--- config.mk ---
export PLATFORM = sky130hd
export DESIGN_NAME = bank_arbiter
export DESIGN_NICKNAME = d
export VERILOG_FILES = /design/src/source/tile_pkg.sv /design/src/source/bank_arbiter.sv
export SDC_FILE = /design/constraint.sdc
export NUM_CORES = 1
export LEC_CHECK = 0
export BUFFER_PORTS_ARGS = -buffer_cell sky130_fd_sc_hd__buf_2
export CAP_MARGIN = 5
export CORE_AREA = 4 4 106 108
export CTS_CLUSTER_SIZE = 25
export DETAILED_ROUTE_END_ITERATION = 10
export DIE_AREA = 0 0 110 112
export GPL_TIMING_DRIVEN = 0
export PLACE_DENSITY_LB_ADDON = 0.2
export SLEW_MARGIN = 10
export SYNTH_ARGS = -nofsm -noshare
export SYNTH_HDL_FRONTEND = slang
export SYNTH_SLANG_ARGS = --single-unit
--- constraint.sdc ---
create_clock -name clk_i -period 2 [get_ports clk_i]
set_clock_uncertainty 0.05 [all_clocks]
set_input_delay 0.1 -clock clk_i [delete_from_list [all_inputs] [get_ports clk_i]]
set_output_delay 0.1 -clock clk_i [all_outputs]
set_load 0.01 [all_outputs]
--- src/source/tile_pkg.sv ---
// Tile shared definitions
package tile_pkg;

  localparam int unsigned AddrWidth  = 32;
  localparam int unsigned DataWidth  = 32;
  localparam int unsigned BeWidth    = 4;
  localparam int unsigned ByteOffset = 2;
  localparam int unsigned NumBanks   = 4;
  localparam int unsigned BankSel    = 2;
  localparam int unsigned NumTiles   = 4;
  localparam int unsigned TileSel    = 2;
  localparam int unsigned RowWidth   = 6;

  // Shared region is 4 KiB, fields are byte, bank, tile, row from the LSB up
  localparam logic [AddrWidth-1:0] TcdmBase = 32'h1000_0000;
  localparam int unsigned RegionMsb = 12;

  typedef logic [TileSel-1:0] tile_id_t;

  typedef struct packed {
    logic [AddrWidth-1:0] addr;
    logic                 we;
    logic [DataWidth-1:0] wdata;
    logic [BeWidth-1:0]   be;
  } core_req_t;

  typedef struct packed {
    logic [DataWidth-1:0] data;
  } core_resp_t;

  typedef struct packed {
    logic [RowWidth-1:0]  row;
    logic                 we;
    logic [DataWidth-1:0] wdata;
    logic [BeWidth-1:0]   be;
  } bank_req_t;

  // Same layout as a core request once it leaves the tile
  typedef core_req_t remote_req_t;

  typedef struct packed {
    logic [DataWidth-1:0] data;
  } remote_resp_t;

endpackage

--- src/source/bank_arbiter.sv ---
// Round-robin bank arbiter
`timescale 1ns/1ps

module bank_arbiter
  import tile_pkg::*;
#(
  parameter int unsigned NumPorts = 2,
  parameter int unsigned PortW    = (NumPorts > 1) ? $clog2(NumPorts) : 1
) (
  input  logic                              clk_i,
  input  logic                              rst_i,
  input  logic      [NumPorts-1:0]          valid_i,
  input  logic      [NumPorts-1:0][BankSel-1:0] bank_i,
  input  bank_req_t [NumPorts-1:0]          req_i,
  output logic      [NumPorts-1:0]          grant_o,
  output bank_req_t [NumBanks-1:0]          bank_req_o,
  output logic      [NumBanks-1:0]          bank_valid_o,
  output logic      [NumBanks-1:0][PortW-1:0] bank_port_o
);

  logic [NumBanks-1:0][PortW-1:0]    rr_q;
  logic [NumPorts-1:0][NumBanks-1:0] gnt;

  // Search from each bank's pointer for the first requesting port
  always_comb begin
    logic [PortW-1:0] idx;
    idx = '0;
    for (int b = 0; b < NumBanks; b++) begin
      bank_valid_o[b] = 1'b0;
      bank_port_o[b]  = '0;
      for (int i = 0; i < NumPorts; i++) begin
        idx = rr_q[b] + PortW'(i);
        if (!bank_valid_o[b] && valid_i[idx] && (bank_i[idx] == BankSel'(b))) begin
          bank_valid_o[b] = 1'b1;
          bank_port_o[b]  = idx;
        end
      end
      bank_req_o[b] = req_i[bank_port_o[b]];
    end
  end

  for (genvar p = 0; p < NumPorts; p++) begin : gen_grant
    for (genvar b = 0; b < NumBanks; b++) begin : gen_bank
      assign gnt[p][b] = bank_valid_o[b] && (bank_port_o[b] == PortW'(p));
    end
    assign grant_o[p] = |gnt[p];

    // A waiting port is served before the same rival wins its bank again
    rr_no_repeat_loss: assert property (
      @(posedge clk_i) disable iff (rst_i)
      (valid_i[p] && !grant_o[p]) |=>
        !(valid_i[p] && !grant_o[p] && (bank_i[p] == $past(bank_i[p])) &&
          (bank_port_o[bank_i[p]] == $past(bank_port_o[bank_i[p]])))
    ) else $error("same port won a bank twice while another port waited");
  end

  // Pointer moves one past the winner
  always_ff @(posedge clk_i) begin
    if (rst_i) begin
      rr_q <= '0;
    end else begin
      for (int b = 0; b < NumBanks; b++) begin
        if (bank_valid_o[b]) begin
          rr_q[b] <= bank_port_o[b] + PortW'(1);
        end
      end
    end
  end

endmodule

# Word-level counts from Yosys, hierarchy flattened
# Index checks and enable logic that the tools add are counted.
word_totals:
  word_cells: 118
  reg_bits: 4
  out_inout_bits: 182
classes:
  n_mux: 56
  add_sub_neg: 8
  eq_ne: 6
  n_lt_le_gt_ge: 12
  reduce_logical: 28
  bitwise_logic: 4
ops:
  columns: ["operator", "count"]
  rows:
  - ["43-bit 2-to-1 mux", 8]
  - ["1-bit 2-to-1 mux", 32]
  - ["2-bit 2-to-1 mux", 16]
  - ["1-bit by 2-bit less-than comparator with 1-bit output, second input constant", 12]
  - ["1-bit logical AND", 20]
  - ["1-bit adder, second input constant", 8]
  - ["2-bit == test, second input constant", 4]
  - ["4-bit OR reduction", 2]
  - ["2-bit by 1-bit == test with 1-bit output, second input constant", 2]
  - ["1-bit logical NOT", 4]
  - ["2-bit logical NOT", 2]
  - ["1-bit inverter", 4]

# Depth between registers and ports, before layout
# Gate-level depths: netlist (run 1).
logic_depth:
  depth_word: 12
  ltp_mapped: 5

# Worst setup path before layout (run 1)
# No wires, ideal clock.
synth_path:
  path_kind: "register -> output"
  from: "register rr_q[0] in the netlist's numbering"
  to: "output grant_o[1]"
  path_stages_with_launch: 5
  path_slack_ps: 292
  path_buffers: 1
  arrival_time_ps: 1558
  cell_sequence: "dfxtp_1 or4b_4 nor2b_4 buf_12 or4_1"
synth_via:
  elab_chain_cells: 11
synth_lines:
  columns: ["element", "line_no", "text"]
  rows:
  - ["start, declared", "bank_arbiter.sv:21", "logic [NumBanks-1:0][PortW-1:0] rr_q;"]
  - ["start signal, assigned by index", "bank_arbiter.sv:64", "rr_q[b] <= bank_port_o[b] + PortW'(1);"]
  - ["2-bit 2-to-1 mux (implied by the code) (2 in series)", "bank_arbiter.sv:33", "if (!bank_valid_o[b] && valid_i[idx] && (bank_i[idx] == BankSel'(b))) begin"]
  - ["2-bit logical NOT", "bank_arbiter.sv:33", null]
  - ["1-bit logical AND", "bank_arbiter.sv:33", null]
  - ["1-bit 2-to-1 mux", "bank_arbiter.sv:33", null]
  - ["1-bit logical NOT", "bank_arbiter.sv:33", null]
  - ["1-bit logical AND (2 in series)", "bank_arbiter.sv:33", null]
  - ["1-bit 2-to-1 mux", "bank_arbiter.sv:33", null]
  - ["1-bit logical AND (*)", "bank_arbiter.sv:44", "assign gnt[p][b] = bank_valid_o[b] && (bank_port_o[b] == PortW'(p));"]
  - ["4-bit OR reduction (*)", "bank_arbiter.sv:46", "assign grant_o[p] = |gnt[p];"]
  - ["end, declared", "bank_arbiter.sv:15", "output logic [NumPorts-1:0] grant_o,"]
# Mark *: on every way between the ends. The rest lies on a longest branch, timed or not. The select of a mux whose other input is x is not followed.

# Worst setup path in the final report (run 1)
# Same ends and word-level chain as after synthesis.

==> flow_summary.ini, run 1 <==
[run_status]
violations = setup timing
run_status = finished, violations left

[detailed_routing]
vias = 3048
dr_wl_met3_um = 1053
first_pass_iters = 4
ant_nets = 0
wl_um = 11080
drc = 0
via_per_inst = 4.661
wl_met2_um = 5799
detail_route.wl_per_cell_um = 16.95
dr.max_layer_used = met4
drt-met1-wl_um = 4073
drt_iter0_drc = 79

[grt]
grt_pass1_vias = 3049
grt_max_degree = 11
overflow = 0
antenna_found_initial = 0
grt_pass1_wl_um = 15660
grt_use_total = 0.1582

[setup_path]
worst_ep_arrival_time_ps = 1910
slowest_stage = or4b_4
reg2reg_depth = 2
crit_cells = 5
crit_path_cell_trace = or4b_4 > nor2b_4 > buf_6 > or4_1 > buf_2
critPathKind = flop to output port
cpPeakStageDelay_ps = 480
crit_fanout = 7
critPathBufInv = 2
crit_required_ps = 1850
timing.critical_path.to_type = output port
worstSetupStartpointType = flop
crit_family = simple AND/OR/NAND/NOR gates

[floorplanning]
fp.dieH_um = 112
dieArea_um2 = 12320
io_pins = 276
start_util = 0.2512
coreArea_um2 = 10230
fp.dieW_um = 110
core.rowCount = 37

[final_layout]
largest_reg_flops = 4
final_common_cell = buf_2
layout_common_cells = buf_2 (245), mux2_2 (133), mux2_4 (39), buf_6 (36), buf_4 (12)
layout.nets = 614
regMostFlops = rr_q
drive_gt1_frac = 0.9440
final_area_um2 = 4504
fillCellCount = 1040
largestRegisters = rr_q x4
area_delta_synth_final_pct = 75.27
diodes = 0

[clock_network]
clk-insertion-delay-late_ps = 220
numCtsBuffers = 3
cts.clk_slew.worst_paths_ps = 30
cts_tree = yes
clock_path_buffers = 2
cts.htree.levels = 1
clkSinkCount = 4
root_buffer = clkbuf_8

[sta]
fin_ws_ps = -55.59
maxSlewViolCount = 0
period_needed_ps = 2056
max_freq_mhz = 486.5
max-slew-margin-rel = 0.6985
worst_pin_slew_ps = 451.4
rsz0062_at_grt = yes
min_period_over_period = 1.028
setup_viol = 3
hold_viol = 0

[yosys]
synth_area_um2 = 2570
synth.distinct_cells = 24
syn_avg_cell_area_um2 = 11.17
syn_nets = 324
synth_warnings = 0
ys_ff_latch = 4
synthCells = 230
yosysSeqAreaShare = 0.03116

[placed_design]
place_area_um2 = 4116
hpwl_um = 8992
io_buffers = 275
globalplace.congestion = 0.7616

[power_and_ir_drop]
ir_drop_mv = 0.2284
p_leak_nw = 2.258
powerDensity_nw_per_um2 = 300.6
power.total_w = 0.001354

[run]
drv_cap = 0

[hold_path]
hold_depth = 2
hold_path.class = input pin to flop
## layer usage
layer | GRT usage | vias up
li1 | - | 1469
met1 | 0.1661 | 1407
met2 | 0.3107 | 156
met3 | 0.03420 | 16
met4 | 0.03491 | 0
met5 | 0 | -
## Yosys cell counts
cell / instances / area share
a21oi_1: 4 / 0.0078
o221a_2: 1 / 0.0044
nand3_1: 3 / 0.0058
and2_1: 1 / 0.0024
o21ai_0: 3 / 0.0058
nand3b_1: 2 / 0.0058
o21bai_2: 1 / 0.0044
nor2_1: 3 / 0.0044
mux2_4: 39 / 0.23
buf_2: 12 / 0.023
a22oi_1: 2 / 0.0058
nand2_1: 4 / 0.0058
or4_1: 1 / 0.0029
inv_1: 2 / 0.0029
and4bb_2: 2 / 0.0097
mux2_2: 133 / 0.58
nor2_2: 2 / 0.0049
or2_2: 1 / 0.0024
or4b_4: 1 / 0.0054
nor2b_4: 1 / 0.0054
dfxtp_1: 4 / 0.031
or3b_2: 2 / 0.0068
buf_12: 5 / 0.039
or2b_1: 1 / 0.0029
## worst reg2reg max path, delay by kind of cell (launching register included)
family,cells,cell delay (ps)
AOI/OAI and AO/OA,1,120
DFF,1,310
and+or+nand+nor,1,480
## power breakdown
group | switching (W) | internal (W) | total (W)
registers | 0.00000332 | 0.0000846 | 0.0000879
logic | 0.000495 | 0.000593 | 0.00109
clock network | 0.0000492 | 0.000129 | 0.000178
total | 0.000547 | 0.000807 | 0.00135
## cells by family after synthesis
kind of cell    after synthesis  synth area share
simple gates                 24           0.06475
buf+inv                      19           0.06524
compound gates               11           0.02823
flops                         4           0.03116
mux                         172            0.8106
## final timing paths
path / from / endpoint / slack [ps]
worst max-delay path: rr_q[0] / grant_o[1] / -60
worst min-delay path: rst_i / rr_q[0] / 40
worst max register to register: rr_q[0] / rr_q[0] / 970
worst min register to register: rr_q[3] / rr_q[3] / 460
## layout make-up
| cell class | count | area, um^2 | share of cell area |
|---|---|---|---|
| Timing Repair Buffer | 286 | 1680 | 0.3731 |
| Tap cell | 136 | 170.2 | 0.03778 |
| Multi-Input combinational cell | 207 | 2335 | 0.5183 |
| Sequential cell | 4 | 81.33 | 0.01806 |
| Inverter | 2 | 7.507 | 0.001667 |
| Buffer | 16 | 188.9 | 0.04194 |
| Clock buffer | 3 | 41.29 | 0.009167 |
## what timing repair did
item	CTS	global route
gates resized for setup	22	33
buffers inserted	10	0
hold buffers	0	0
gates cloned	1	0
pin swaps	3	1
endpoints found under the setup margin	118	81
## through the flow
| step | instances | util | setup WS (ps) | TNS (ps) | hold WS [ps] |
|---|---|---|---|---|---|
| CTS | 654 | 0.4235 | -77.36 | -171.0 | 31.28 |
| global route | 654 | 0.4403 | -90.61 | -266.0 | 50.72 |
| detailed placement | 641 | 0.4023 | -86.90 | -3169 | 271.1 |
| finish | 654 | 0.4403 | -55.59 | -100.4 | 39.22 |
| floorplan | 230 | - | 291.5 | 0 | 119.1 |
| global placement | 641 | 0.4023 | -77.82 | -2782 | 270.2 |
No activity file was read; power rests on OpenSTA's default activity.
==> run 2, diff against run 1 <==
CORE_AREA = 4 4 105 107   (was 4 4 106 108)
DIE_AREA = 0 0 109 111   (was 0 0 110 112)
clock period = 1.71 ns   (was 2 ns; I/O delays follow)
==> run 2 against run 1 <==
The flow still finishes with violations (setup timing). Flip-flop and latch count unchanged. Clock-buffer cell count stayed put. Final area grew 29%. Register-to-register slack worse by 310 ps. Sequential power increased by 17%. Utilization rose by 13 points. Non-clock buffer count grew 25. Worst hold slack worse by 17 ps. Cell count grew 3.8%. Combinational power up 53%. Via count up 7.7%. Power up 46%. Largest power group unchanged.
==> flow_summary.ini, run 2 (synthesis results as in run 1) <==
[run_status]
run_status = finished, violations left
violations = setup timing

[final_layout]
diodes = 0
largestRegisters = rr_q x4
regMostFlops = rr_q
final_common_cell = buf_2
drive_gt1_frac = 0.9540
area_delta_synth_final_pct = 125.4
largest_reg_flops = 4
layout.nets = 639
finalNonFillerCells = 679
layout_common_cells = buf_2 (180), mux2_4 (130), buf_6 (106), mux2_2 (42), buf_12 (15)

[clock_network]
cts.htree.levels = 1
cts_tree = yes
numCtsBuffers = 3
cts.clk_slew.worst_paths_ps = 30
clkSinkCount = 4
root_buffer = clkbuf_8
clock_path_buffers = 2
clk-insertion-delay-late_ps = 220
cts_hold_buffers = 0

[setup_path]
r2r-end = rr_q[0]
crit_fanout = 3
crit_required_ps = 1570
worstSetupStartpointType = flop
critPathKind = flop to output port
worst_ep_arrival_time_ps = 1930
timing.critical_path.to_type = output port
reg2reg_depth = 2
reg2reg_slack_ps = 660
r2r_start = rr_q[0]

[detailed_routing]
via_per_inst = 4.835
vias = 3283
ant_nets = 0
first_pass_iters = 5
drt_iter0_drc = 98
drc = 0
detail_route.wl_per_cell_um = 18.43
wl_um = 12510

[grt]
grt_use_total = 0.1899
antenna_found_initial = 0
grt_pass1_wl_um = 18650
overflow = 0
grt_max_degree = 11
grt_pass1_vias = 3490

[sta]
max_freq_mhz = 483.2
min_period_over_period = 1.210
rsz0062_at_grt = yes
period_needed_ps = 2069
max-slew-margin-rel = 0.8418
fin_ws_ps = -359.3
hold_viol = 0
maxSlewViolCount = 0
worst_pin_slew_ps = 236.5
setup_viol = 131

[power_and_ir_drop]
p_leak_nw = 2.947
powerDensity_nw_per_um2 = 341.3
ir_drop_mv = 0.3175
power.total_w = 0.001977

[placed_design]
hpwl_um = 8572
place_inst = 641
globalplace.congestion = 0.7521
io_buffers = 275

[floorplanning]
io_pins = 276
core.rowCount = 37
coreArea_um2 = 10140
fp.dieW_um = 109
fp.dieH_um = 111
start_util = 0.2535
dieArea_um2 = 12100

[hold_path]
min_to = rr_q[3]
hold_path.class = input pin to flop
hold_path.startpoint = rst_i
hold_depth = 2

[run]
drv_cap = 0
run 2: layer usage:
metal / global-route usage / vias up / part of all wire / routed length [um]
met5: 0 / - / 0 / 0
met4: 0.03956 / 0 / 0.015 / 186
met3: 0.02621 / 14 / 0.069 / 859
met2: 0.3817 / 155 / 0.55 / 6913
met1: 0.2018 / 1592 / 0.36 / 4555
li1: - / 1522 / - / -
run 2: area by class of cell:
class | count | area, um^2
Buffer | 13 | 224.0
Tap cell | 136 | 170.2
Clock buffer | 3 | 41.29
Inverter | 2 | 7.507
Fill cell | 845 | 4347
Sequential cell | 4 | 85.08
Timing Repair Buffer | 314 | 2579
Multi-Input combinational cell | 207 | 2685
run 2: how the worst max path moves through the flow:
stage                       start              end  slack [ps]  depth (start not counted)
after floorplan           rr_q[0]       grant_o[1]          20                          4
after global placement    rr_q[2]   bank_req_o[92]        -350                          5
after detailed placement  rr_q[2]  bank_req_o[112]        -330                          5
after CTS                 rr_q[0]       grant_o[1]        -360                          5
after global routing      rr_q[0]       grant_o[1]        -380                          5
final                     rr_q[0]       grant_o[1]        -360                          5
run 2: power breakdown:
group	total (W)	switching (W)	leakage [nW]	internal [W]
Sequential	0.000103	0.00000368	0.0344	0.0000997
Clock	0.000201	0.0000506	0.0216	0.000150
Combinational	0.00167	0.000672	2.89	0.00100
Total	0.00198	0.000726	2.95	0.00125
run 2: per-stage QoR:
step	setup WS [ps]	area (um^2)	setup TNS (ps)	hold WS, ps	utilization
2_1_floorplan	16.01	2570	0	104.6	-
3_3_place_gp	-347.1	4116	-32500	261.9	0.4060
3_5_place_dp	-332.7	4116	-33200	252.8	0.4060
4_1_cts	-362.6	5754	-28880	22.68	0.5676
5_1_grt	-380.3	5792	-30040	26.63	0.5713
6_report	-359.3	5792	-24620	22.72	0.5713
run 2: what timing repair did:
| item | in CTS | in global routing |
|---|---|---|
| setup buffers | 27 | 9 |
| gates resized for setup | 233 | 37 |
| gates cloned | 9 | 1 |
| endpoints found under the hold margin | 0 | 0 |
| pin swaps | 7 | 5 |
| setup endpoints to repair | 173 | 153 |
run 2: worst max-delay path, stage by stage, from the launching register on:
cell     delay (ps)
dfxtp_2         310
or4b_4          480
nor2b_4         160
buf_12          120
or4_4           510
buf_6           140
==> run 3, diff against run 2 <==
BUFFER_PORTS_ARGS = default   (was -buffer_cell sky130_fd_sc_hd__buf_2)
DONT_BUFFER_PORTS = 1   (was default)
==> run 3 against run 2 <==
The flow still finishes with violations (setup timing). Wire length shrank 17%. Flip-flop and latch count is the same. Global-route usage shrank 3.9 points. Die area is the same. Clock power is essentially flat. Worst hold slack gained 74 ps. Worst setup slack gained 140 ps. Final area shrank 35%. Sequential power is essentially flat.
==> flow_summary.ini, run 3 (synthesis results as in run 1) <==
[sta]
period_needed_ps = 1933
maxSlewViolCount = 0
hold_viol = 0
max-slew-margin-rel = 0.7466
min_period_over_period = 1.131
max_freq_mhz = 517.3
worst_pin_slew_ps = 376.2
fin_ws_ps = -223.3
fin_hold_ws_ps = 96.54
rsz0062_at_grt = yes
setup_viol = 104

[clock_network]
clock_path_buffers = 2
clkSinkCount = 4
numCtsBuffers = 3
cts_tree = yes
clk-insertion-delay-late_ps = 220
cts.htree.levels = 1
root_buffer = clkbuf_8
cts.clk_slew.worst_paths_ps = 30

[setup_path]
timing.critical_path.to_type = output port
crit_path_cell_trace = or4b_4 > nor2b_4 > buf_12 > clkbuf_16 > mux2_4
crit_fanout = 5
r2r-end = rr_q[0]
r2r_start = rr_q[0]
crit_required_ps = 1570
reg2reg_slack_ps = 560
worstSetupStartpointType = flop
crit_family = simple AND/OR/NAND/NOR gates
reg2reg_depth = 3
cpPeakStageDelay_ps = 480
critPathBufInv = 2
critPathKind = flop to output port
worst_ep_arrival_time_ps = 1800
slowest_stage = or4b_4

[grt]
top_usage_layer = met2
gr-usage-met3 = 0.02912
grt_pass1_vias = 2405
grt_util_met2 = 0.2965
grt_use_met1 = 0.1691
antenna_found_initial = 0
grt_max_degree = 11
overflow = 0
grt_pass1_wl_um = 14440
grt_use_total = 0.1504

[power_and_ir_drop]
comb_power_share = 0.761
p_leak_nw = 1.605
switching_share = 0.3799
p_sw_w = 0.0004877
power.internal_w = 0.0007962
clockPowerShare = 0.158
powerDensity_nw_per_um2 = 342.5
ir_drop_mv = 0.3550
seq_power_share = 0.080

[detailed_routing]
detail_route.wl_per_cell_um = 26.05
via_per_inst = 5.530
wl_um = 10420
drc = 0
first_pass_iters = 4
vias = 2212
ant_nets = 0
drt_iter0_drc = 96

[final_layout]
finalNonFillerCells = 400
drive_gt1_frac = 0.8977
regMostFlops = rr_q
layout.nets = 360
final_area_um2 = 3749
layout_common_cells = mux2_4 (126), mux2_2 (46), buf_8 (13), buf_6 (12), buf_12 (9)
largest_reg_flops = 4
largestRegisters = rr_q x4
final_common_cell = mux2_4
final_core_util = 0.3697
area_delta_synth_final_pct = 45.86
diodes = 0

[floorplanning]
io_pins = 276
fp.dieH_um = 111
fp.dieW_um = 109
dieArea_um2 = 12100
coreArea_um2 = 10140
start_util = 0.2535
core.rowCount = 37

[run_status]
run_status = finished, violations left
violations = setup timing

[placed_design]
pre_cts_slack_ps = -277.6
hpwl_um = 7279
io_buffers = 0
globalplace.congestion = 0.7106
place_inst = 366
place_area_um2 = 2740

[hold_path]
hold_path.class = input pin to flop
hold_path.startpoint = bank_i[1]
min_to = rr_q[0]
hold_depth = 3

[run]
drv_cap = 0
-- run 3: routing by layer --
layer / part of all wire / wire [um]
met3: 0.080 / 833
met1: 0.38 / 4006
met2: 0.53 / 5559
met4: 0.0018 / 19
met5: 0 / 0
-- run 3: power by group through the flow --
stage          Clock, W  Sequential (W)  Combinational (W)
2_1_floorplan         0        0.000103           0.000648
3_3_place_gp          0        0.000104           0.000753
3_5_place_dp          0        0.000104           0.000746
4_1_cts        0.000203        0.000103            0.00101
5_1_grt        0.000209        0.000104            0.00103
6_report       0.000203        0.000103           0.000977
-- run 3: layout make-up --
type	instances	area, um^2
multi-input cells	207	2670
inverters	2	7.507
clock buffers	3	41.29
plain buffers	14	215.2
repair buffers	34	560.5
fillers	991	6390
well taps	136	170.2
flip-flops and latches	4	83.83
-- run 3: how the worst max path moves through the flow --
stage | start | to | slack (ps) | cells after the start
after CTS | rr_q[0] | bank_req_o[31] | -220 | 5
after floorplan | rr_q[0] | grant_o[1] | 20 | 4
after global routing | rr_q[0] | bank_req_o[32] | -250 | 5
final | rr_q[0] | bank_req_o[32] | -220 | 5
after global placement | rr_q[1] | bank_req_o[78] | -260 | 4
after detailed placement | rr_q[2] | bank_req_o[92] | -280 | 4
-- run 3: timing repair --
item / in CTS / in global routing
endpoints found under the setup margin: 172 / 158
hold buffers: 1 / 0
cloned: 11 / 1
pin swaps: 5 / 5
setup buffers: 26 / 2
endpoints found under the hold margin: 4 / 0
resized for setup: 151 / 13
-- run 3: tightest hold or removal path, cell delays in order --
cell and delay, ps:
or4b_4 100, buf_4 90, a21oi_1 40
-- run 3: stage by stage --
step           setup TNS [ps]  total power [W]
6_report               -11770         0.001284
5_1_grt                -16830         0.001339
4_1_cts                -15330         0.001317
3_5_place_dp           -20070        0.0008506
3_3_place_gp           -20340        0.0008569
2_1_floorplan               0        0.0007506
